===== config.mk =====
export PLATFORM = sky130hd
export DESIGN_NAME = ppu_flat
export DESIGN_NICKNAME = d
export VERILOG_FILES = /design/src/common/nes_video_pkg.sv /design/src/common/nes_bus_pkg.sv /design/src/common/nes_ifs.sv /design/src/ppu/ppu.sv /design/src/ppu/ppu_render.sv /design/src/ppu/ppu_regs.sv /design/src/flat_wrapper.sv
export SDC_FILE = /design/constraint.sdc
export NUM_CORES = 1
export LEC_CHECK = 0
export BUFFER_PORTS_ARGS = -buffer_cell sky130_fd_sc_hd__buf_2
export CAP_MARGIN = 20
export CORE_MARGIN = 2
export CORE_UTILIZATION = 52
export CTS_CLUSTER_SIZE = 10
export DETAILED_ROUTE_END_ITERATION = 12
export PLACE_DENSITY_LB_ADDON = 0.12
export SYNTH_ARGS = -nofsm -noshare
export SYNTH_HDL_FRONTEND = slang
export SYNTH_SLANG_ARGS = --single-unit
export TNS_END_PERCENT = 30

===== constraint.sdc =====
create_clock -name clk_i -period 2.4 [get_ports clk_i]
set_input_delay 0.6 -clock clk_i [delete_from_list [all_inputs] [get_ports clk_i]]
set_output_delay 0.6 -clock clk_i [all_outputs]
set_load 0.1 [all_outputs]

===== src/common/nes_video_pkg.sv =====
package nes_video_pkg;

    typedef logic [13:0] vram_addr_t;
    typedef logic [7:0]  pixel_t;
    typedef logic [8:0]  coord_t;

    typedef enum logic {
        FRAME_RUN,
        FRAME_WAIT
    } frame_state_t;

    // CTRL register bits.
    localparam int CTRL_NMI_EN = 7;
    localparam int CTRL_INC32  = 2;

    // MASK register bits.
    localparam int MASK_BG_EN = 3;

    // STATUS register bits.
    localparam int STATUS_VBLANK = 7;

    localparam vram_addr_t NT_BASE  = 14'h2000;
    localparam vram_addr_t PAL_BASE = 14'h3F00;

endpackage


===== src/common/nes_bus_pkg.sv =====
package nes_bus_pkg;

    typedef logic [15:0] cpu_addr_t;
    typedef logic [7:0]  byte_t;
    typedef logic [2:0]  reg_sel_t;

    // Work RAM is 2 KB, mirrored up to RAM_END.
    localparam int RAM_ADDR_W = 11;

    localparam cpu_addr_t RAM_END       = 16'h1FFF;
    localparam cpu_addr_t PPU_REG_START = 16'h2000;
    localparam cpu_addr_t PPU_REG_END   = 16'h3FFF;
    localparam cpu_addr_t CTRL1_ADDR    = 16'h4016; // Also the strobe latch.
    localparam cpu_addr_t CTRL2_ADDR    = 16'h4017;

    // Picture register offsets within the 8-byte window.
    localparam reg_sel_t REG_CTRL   = 3'd0;
    localparam reg_sel_t REG_MASK   = 3'd1;
    localparam reg_sel_t REG_STATUS = 3'd2;
    localparam reg_sel_t REG_ADDR   = 3'd6;
    localparam reg_sel_t REG_DATA   = 3'd7;

endpackage

===== src/common/nes_ifs.sv =====
`timescale 1ns/100ps

interface cpu_reg_if;
    import nes_bus_pkg::*;

    logic     cs;    // One-cycle strobe per access.
    logic     rw;    // High for a read.
    reg_sel_t sel;
    byte_t    wdata;
    byte_t    rdata; // Valid the cycle after cs.

    modport master (output cs, rw, sel, wdata, input rdata);
    modport slave  (input cs, rw, sel, wdata, output rdata);
endinterface

interface vram_if;
    import nes_bus_pkg::*;
    import nes_video_pkg::*;

    vram_addr_t addr;
    logic       we;
    byte_t      wdata;
    byte_t      rdata;    // Registered from addr.

    vram_addr_t rd_addr;
    byte_t      tile;     // Registered from rd_addr.
    logic [4:0] pal_idx;
    pixel_t     pal_data; // Combinational from pal_idx.

    modport ppu_side (output addr, we, wdata, rd_addr, pal_idx,
                      input rdata, tile, pal_data);
    modport mem_side (input addr, we, wdata, rd_addr, pal_idx,
                      output rdata, tile, pal_data);
endinterface


===== src/ppu/ppu.sv =====
`timescale 1ns/100ps

module ppu #(
    parameter int EXTERNAL_FRAME_TRIGGER = 1,
    parameter int H_DOTS                 = 341,
    parameter int V_LINES                = 262,
    parameter int H_VISIBLE              = 256,
    parameter int V_VISIBLE              = 240
) (
    input  logic                  clk_i,
    input  logic                  arst_n_i,
    input  logic                  frame_trigger_i,
    output nes_video_pkg::pixel_t pixel_o,
    output logic                  pixel_en_o,
    output logic                  vblank_o,
    output logic                  nmi_o,
    cpu_reg_if.slave              reg_if,
    vram_if.ppu_side              vram
);
    import nes_video_pkg::*;

    coord_t       dot_x_q, line_y_q;
    frame_state_t state_q;
    logic         line_end, last_dot, visible;
    logic         vblank_flag, nmi_en, bg_en;

    assign line_end = dot_x_q == coord_t'(H_DOTS - 1);
    assign last_dot = line_end && line_y_q == coord_t'(V_LINES - 1);
    assign visible  = dot_x_q < coord_t'(H_VISIBLE) && line_y_q < coord_t'(V_VISIBLE);
    assign vblank_o = line_y_q >= coord_t'(V_VISIBLE);
    assign nmi_o    = vblank_flag && nmi_en;

    always_ff @(posedge clk_i or negedge arst_n_i) begin
        if (!arst_n_i) begin
            dot_x_q  <= '0;
            line_y_q <= '0;
            state_q  <= FRAME_RUN;
        end else begin
            case (state_q)
                FRAME_RUN: begin
                    if (last_dot && EXTERNAL_FRAME_TRIGGER != 0) begin
                        state_q <= FRAME_WAIT; // Park on the last dot.
                    end else if (line_end) begin
                        dot_x_q  <= '0;
                        line_y_q <= last_dot ? '0 : line_y_q + 1'b1;
                    end else begin
                        dot_x_q <= dot_x_q + 1'b1;
                    end
                end
                FRAME_WAIT: begin
                    if (frame_trigger_i) begin
                        dot_x_q  <= '0;
                        line_y_q <= '0;
                        state_q  <= FRAME_RUN;
                    end
                end
                default: state_q <= FRAME_RUN;
            endcase
        end
    end

    ppu_regs u_ppu_regs (
        .clk_i         (clk_i),
        .arst_n_i      (arst_n_i),
        .reg_if        (reg_if),
        .vram          (vram),
        .vblank_set_i  (vblank_o),
        .vblank_flag_o (vblank_flag),
        .nmi_en_o      (nmi_en),
        .bg_en_o       (bg_en)
    );

    ppu_render u_ppu_render (
        .clk_i      (clk_i),
        .arst_n_i   (arst_n_i),
        .dot_x_i    (dot_x_q),
        .line_y_i   (line_y_q),
        .visible_i  (visible),
        .bg_en_i    (bg_en),
        .vram       (vram),
        .pixel_o    (pixel_o),
        .pixel_en_o (pixel_en_o)
    );

    a_no_vblank_visible: assert property (@(posedge clk_i) disable iff (!arst_n_i)
        pixel_en_o |-> !vblank_o);

endmodule


===== src/ppu/ppu_render.sv =====
`timescale 1ns/100ps

module ppu_render (
    input  logic                  clk_i,
    input  logic                  arst_n_i,
    input  nes_video_pkg::coord_t dot_x_i,
    input  nes_video_pkg::coord_t line_y_i,
    input  logic                  visible_i,
    input  logic                  bg_en_i,
    vram_if.ppu_side              vram,
    output nes_video_pkg::pixel_t pixel_o,
    output logic                  pixel_en_o
);
    import nes_video_pkg::*;

    logic vis_s1;

    // Stage 1, one name-table byte per 8x8 tile.
    assign vram.rd_addr = NT_BASE + vram_addr_t'({line_y_i[7:3], dot_x_i[7:3]});

    // Stage 2, tile arrives one cycle later.
    assign vram.pal_idx = bg_en_i ? {1'b0, vram.tile[3:0]} : 5'd0;

    always_ff @(posedge clk_i or negedge arst_n_i) begin
        if (!arst_n_i) begin
            vis_s1     <= 1'b0;
            pixel_en_o <= 1'b0;
        end else begin
            vis_s1     <= visible_i;
            pixel_en_o <= vis_s1;
        end
    end

    always_ff @(posedge clk_i) begin
        pixel_o <= vram.pal_data;
    end

endmodule


===== src/ppu/ppu_regs.sv =====
`timescale 1ns/100ps

module ppu_regs (
    input  logic     clk_i,
    input  logic     arst_n_i,
    cpu_reg_if.slave reg_if,
    vram_if.ppu_side vram,
    input  logic     vblank_set_i,
    output logic     vblank_flag_o,
    output logic     nmi_en_o,
    output logic     bg_en_o
);
    import nes_bus_pkg::*;
    import nes_video_pkg::*;

    byte_t      ctrl_q, mask_q, buf_q;
    vram_addr_t vaddr_q, vaddr_inc;
    logic       flag_q, toggle_q, vblank_d;
    logic       rd, wr, status_rd, pal_acc;

    assign rd        = reg_if.cs && reg_if.rw;
    assign wr        = reg_if.cs && !reg_if.rw;
    assign status_rd = rd && reg_if.sel == REG_STATUS;
    assign pal_acc   = vaddr_q >= PAL_BASE;
    assign vaddr_inc = vaddr_q + (ctrl_q[CTRL_INC32] ? 14'd32 : 14'd1);

    // Memory reads vaddr every cycle, so rdata is current by the next access.
    assign vram.addr  = vaddr_q;
    assign vram.we    = wr && reg_if.sel == REG_DATA;
    assign vram.wdata = reg_if.wdata;

    assign vblank_flag_o = flag_q && vblank_set_i; // Drops with the region.
    assign nmi_en_o      = ctrl_q[CTRL_NMI_EN];
    assign bg_en_o       = mask_q[MASK_BG_EN];

    always_ff @(posedge clk_i or negedge arst_n_i) begin
        if (!arst_n_i) begin
            ctrl_q   <= '0;
            mask_q   <= '0;
            vaddr_q  <= '0;
            flag_q   <= 1'b0;
            toggle_q <= 1'b0;
            vblank_d <= 1'b0;
        end else begin
            vblank_d <= vblank_set_i;
            if (vblank_set_i && !vblank_d) flag_q <= 1'b1;
            else if (!vblank_set_i || status_rd) flag_q <= 1'b0;
            if (reg_if.cs) begin
                case (reg_if.sel)
                    REG_CTRL: if (wr) ctrl_q <= reg_if.wdata;
                    REG_MASK: if (wr) mask_q <= reg_if.wdata;
                    REG_STATUS: if (rd) toggle_q <= 1'b0;
                    REG_ADDR: begin
                        if (wr) begin
                            if (!toggle_q) vaddr_q[13:8] <= reg_if.wdata[5:0];
                            else vaddr_q[7:0] <= reg_if.wdata;
                            toggle_q <= !toggle_q;
                        end
                    end
                    REG_DATA: vaddr_q <= vaddr_inc;
                    default: ;
                endcase
            end
        end
    end

    always_ff @(posedge clk_i) begin
        if (rd) begin
            case (reg_if.sel)
                REG_STATUS: begin
                    reg_if.rdata                <= '0;
                    reg_if.rdata[STATUS_VBLANK] <= vblank_flag_o;
                end
                REG_DATA: begin
                    reg_if.rdata <= pal_acc ? vram.rdata : buf_q;
                    buf_q        <= vram.rdata; // Palette bytes land here too.
                end
                default: reg_if.rdata <= '0;
            endcase
        end
    end

endmodule


===== src/flat_wrapper.sv =====
// flat-port wrapper written by rule: the top's interface ports become plain ports
module ppu_flat import nes_video_pkg::*;
#(
    parameter int EXTERNAL_FRAME_TRIGGER = 1,
    parameter int H_DOTS                 = 341,
    parameter int V_LINES                = 262,
    parameter int H_VISIBLE              = 256,
    parameter int V_VISIBLE              = 240
)
  (clk_i, arst_n_i, frame_trigger_i, pixel_o, pixel_en_o, vblank_o, nmi_o, reg_if_cs, reg_if_rw, reg_if_sel, reg_if_wdata, reg_if_rdata, vram_addr, vram_we, vram_wdata, vram_rd_addr, vram_pal_idx, vram_rdata, vram_tile, vram_pal_data);
  cpu_reg_if reg_if_i ();
  vram_if vram_i ();
  input  logic clk_i;
  input  logic arst_n_i;
  input  logic frame_trigger_i;
  output nes_video_pkg::pixel_t pixel_o;
  output logic pixel_en_o;
  output logic vblank_o;
  output logic nmi_o;
  input wire logic [$bits(reg_if_i.cs)-1:0] reg_if_cs;
  input wire logic [$bits(reg_if_i.rw)-1:0] reg_if_rw;
  input wire logic [$bits(reg_if_i.sel)-1:0] reg_if_sel;
  input wire logic [$bits(reg_if_i.wdata)-1:0] reg_if_wdata;
  output wire logic [$bits(reg_if_i.rdata)-1:0] reg_if_rdata;
  output wire logic [$bits(vram_i.addr)-1:0] vram_addr;
  output wire logic [$bits(vram_i.we)-1:0] vram_we;
  output wire logic [$bits(vram_i.wdata)-1:0] vram_wdata;
  output wire logic [$bits(vram_i.rd_addr)-1:0] vram_rd_addr;
  output wire logic [$bits(vram_i.pal_idx)-1:0] vram_pal_idx;
  input wire logic [$bits(vram_i.rdata)-1:0] vram_rdata;
  input wire logic [$bits(vram_i.tile)-1:0] vram_tile;
  input wire logic [$bits(vram_i.pal_data)-1:0] vram_pal_data;
  assign reg_if_i.cs = reg_if_cs;
  assign reg_if_i.rw = reg_if_rw;
  assign reg_if_i.sel = reg_if_sel;
  assign reg_if_i.wdata = reg_if_wdata;
  assign reg_if_rdata = reg_if_i.rdata;
  assign vram_addr = vram_i.addr;
  assign vram_we = vram_i.we;
  assign vram_wdata = vram_i.wdata;
  assign vram_rd_addr = vram_i.rd_addr;
  assign vram_pal_idx = vram_i.pal_idx;
  assign vram_i.rdata = vram_rdata;
  assign vram_i.tile = vram_tile;
  assign vram_i.pal_data = vram_pal_data;
  ppu #(.EXTERNAL_FRAME_TRIGGER(EXTERNAL_FRAME_TRIGGER), .H_DOTS(H_DOTS), .V_LINES(V_LINES), .H_VISIBLE(H_VISIBLE), .V_VISIBLE(V_VISIBLE)) u_core (.clk_i(clk_i), .arst_n_i(arst_n_i), .frame_trigger_i(frame_trigger_i), .pixel_o(pixel_o), .pixel_en_o(pixel_en_o), .vblank_o(vblank_o), .nmi_o(nmi_o), .reg_if(reg_if_i), .vram(vram_i));
endmodule

==> flow_metrics.env <==
export IMPL_status="finished clean"
export IMPL_initial_core_util=0.5437
export IMPL_p_per_area_nw_per_um2=852.1
export IMPL_clock_skew_ns=0.01375
export IMPL_crit_path_start_kind="flop"
export IMPL_io_buffers=91
export IMPL_synth_edf_count=16
export IMPL_rsz0062_at_grt="no"
export IMPL_synthFlopType="dfrtp_1"
export IMPL_syn_area_um2=3492
export IMPL_drive_gt1_frac=0.3077
export IMPL_power_total_mw=3.514
export IMPL_wl_um=7532
export IMPL_io_pins=101
export IMPL_dieWidth_um=85.95
export IMPL_ant_nets=0
export IMPL_maxCapViolCount=0
export IMPL_leakage_nw=1.872
export IMPL_finalCritPeriodShare=0.9357
export IMPL_insertion_delay_ns=0.34
export IMPL_synth_seq_cells=65
export IMPL_synthCells=351
export IMPL_holdWs_ns=0.2004
export IMPL_dieHeight_um=85.95
export IMPL_rrSetupSlack_ns=0.48
export IMPL_clock_sinks=65
export IMPL_viasPerCell=5.595
export IMPL_grt_pass1_wl_um=12080
export IMPL_nets=472
export IMPL_grt_overflow_total=0
export IMPL_timing_rr_end="u_core.u_ppu_regs.vram.addr[11]"
export IMPL_criticalPathCategory="flop to output port"
export IMPL_yosysSeqAreaShare=0.4772
export IMPL_grt_pass1_vias=2551
export IMPL_gp_congestion=0.8346
export IMPL_cts_path_max_buffers=2
export IMPL_grt_max_degree=33
export IMPL_reg2reg_from="u_core.u_ppu_regs.vram.addr[5]"
export IMPL_drv_slew=0
export IMPL_stdcell_count=506
export IMPL_reg2regPathDepth=5
export IMPL_cts_root_buf="clkbuf_8"
export IMPL_numCtsBuffers=9
export IMPL_grt_total_usage=0.2058
export IMPL_hpwl_um=5480
export IMPL_drtPass1Iterations=5
export IMPL_avgSynthCellArea_um2=9.949
export IMPL_crit_chain="nand4_1 > nand2b_2 > and3_2 > clkbuf_4"
export IMPL_drt_iter0_drc=160
export IMPL_cts_tree="done"
export IMPL_hold_class="input port to async pin"
export IMPL_vdd_drop_max_mv=0.4887
export IMPL_drc=0
export IMPL_worst_slew_margin_rel=0.5874
export IMPL_fillers=541
export IMPL_core_area_um2=6422
export IMPL_end_kind="output port"
export IMPL_setup_viol=0
export IMPL_ys_types=63
export IMPL_crit_slowest_cell="dfrtp_1"
export IMPL_cts_setup_buffers=0
export IMPL_worst_slew_pin_slew_ns=0.6176
export IMPL_cpPeakStageDelay_ns=0.48
export IMPL_antenna_found_initial=0
export IMPL_synthArstFlopShare=0.6308
export IMPL_dieArea_um2=7387
export IMPL_wl_per_cell_um=14.89
export IMPL_cp_max_fo=8
export IMPL_vias=2831
export IMPL_cts_hold_buffers_added=0
export IMPL_n_antenna_cell=0
export IMPL_syn_to_final_growth_pct=18.09
export IMPL_hold_violations=0
export IMPL_clk_pin_slew_ns=0.08
export IMPL_max_freq_mhz=445.3
export IMPL_cp_arrival_ns=1.65
export IMPL_fin_crit_ns=2.246
export IMPL_synth_warnings=0
export IMPL_crit_required_ns=1.80
export IMPL_cts_max_level=3
export IMPL_dp_cells=489
export IMPL_rows=29
flip-flops by register name, indices dropped and copies added, names as in the netlist:
register and flops:
u_core.dot_x_q 9, u_core.line_y_q 9, u_core.state_q 1, u_core.u_ppu_regs.buf_q 8, u_core.u_ppu_regs.ctrl_q 2, u_core.u_ppu_regs.flag_q 1, u_core.u_ppu_regs.mask_q 1, u_core.u_ppu_regs.reg_if.rdata 8
u_core.u_ppu_regs.toggle_q 1, u_core.u_ppu_regs.vblank_d 1, u_core.u_ppu_regs.vram.addr 14, u_core.u_ppu_render.pixel_en_o 1, u_core.u_ppu_render.pixel_o 8, u_core.u_ppu_render.vis_s1 1
area by class of cell:
| type | count | area [µm²] | area share |
|---|---|---|---|
| Sequential cell | 65 | 1667 | 0.4041 |
| Multi-Input combinational cell | 235 | 1553 | 0.3765 |
| Timing Repair Buffer | 98 | 535.5 | 0.1299 |
| Clock buffer | 9 | 123.9 | 0.03004 |
| Tap cell | 77 | 96.34 | 0.02336 |
| Clock inverter | 7 | 92.59 | 0.02245 |
| Inverter | 15 | 56.30 | 0.01365 |
layout by cell type, fill, tap and decap left out, drive strengths merged, types with 3 or more instances in the layout:
cell type / instances
buf: 97
dfrtp: 41
nand2: 28
nor2: 24
o21ai: 21
edfxtp: 16
inv: 16
a21oi: 15
nand3: 13
mux2i: 13
nand2b: 10
clkbuf: 10
and3: 9
nand4: 8
a31oi: 8
nor3: 8
ha: 8
dfxtp: 8
and2: 8
conb: 5
o41ai: 4
mux2: 4
o2bb2ai: 3
o211ai: 3
o21a: 3
nor4: 3
nand4b: 3
repair_timing:
action,in CTS,in global routing
resized for setup,0,1
endpoints found under the hold margin,0,0
endpoints found under the setup margin,0,1
through the flow:
stage	setup slack [ns]	util	cell area, µm²	setup TNS, ns
after global routing	0.03781	0.6421	4124	0
after global placement	0.3336	0.6072	3900	0
after floorplan	-0.1622	-	3515	-0.1622
final	0.1543	0.6421	4124	0
after detailed placement	0.2989	0.6072	3900	0
after CTS	0.04642	0.6410	4116	0
metal layers:
| metal | part of all wire | routed length (µm) | GRT usage | up-vias |
|---|---|---|---|---|
| met5 | 0 | 0 | 0 | - |
| met4 | 0.013 | 98 | 0.08514 | 0 |
| met3 | 0.055 | 414 | 0.03561 | 10 |
| met2 | 0.48 | 3604 | 0.3228 | 86 |
| met1 | 0.45 | 3414 | 0.2828 | 1341 |
| li1 | - | - | - | 1394 |
synth_stat cells (9+ instances only):
library cell,n,area [µm²]
clkbuf_1,9,33.78
inv_1,14,52.55
nand2b_1,10,62.56
mux2i_1,13,130.1
o21ai_0,19,95.09
a21oi_1,12,60.06
and3_1,9,56.30
nand2_1,28,105.1
buf_4,23,172.7
nand3_1,13,65.06
nor2_1,24,90.09
dfrtp_1,41,1026
edfxtp_1,16,480.5
how the worst max path moves through the flow:
stage,cells after the start,endpoint,startpoint
after floorplan,5,vram_we,reg_if_sel[0]
after detailed placement,5,u_core.u_ppu_regs.vram.addr[4],reg_if_rw
after global placement,5,u_core.u_ppu_regs.vram.addr[4],reg_if_rw
after CTS,4,nmi_o,u_core.line_y_q[4]
after global routing,4,nmi_o,u_core.line_y_q[4]
final,4,nmi_o,u_core.line_y_q[4]
worst max-delay path: cells and delay by family (launching register included):
kind / cells / cell delay, ns
flip-flops: 1 / 0.48
AND/OR/NAND/NOR: 3 / 0.50
buffers and inverters: 1 / 0.32
report_power, final:
part / switching, mW / internal [mW]
Sequential: 0.123 / 1.23
Clock: 0.438 / 0.583
Combinational: 0.943 / 0.198
Total: 1.50 / 2.01
kinds of logic (layout without fill, tap and decap cells):
group           count (synthesis)  count (layout)  share of synthesized area
other cells                     2               5                   0.002151
flops                          65              65                     0.4772
simple gates                  128             128                     0.2096
mux                            17              17                    0.05123
fa+ha+maj                       8               8                    0.02866
compound gates                 76              76                     0.1440
xor+xnor                        1               1                   0.002509
buf+inv                        54             129                    0.08456
Note: power is estimated with default switching activity, not from simulation.
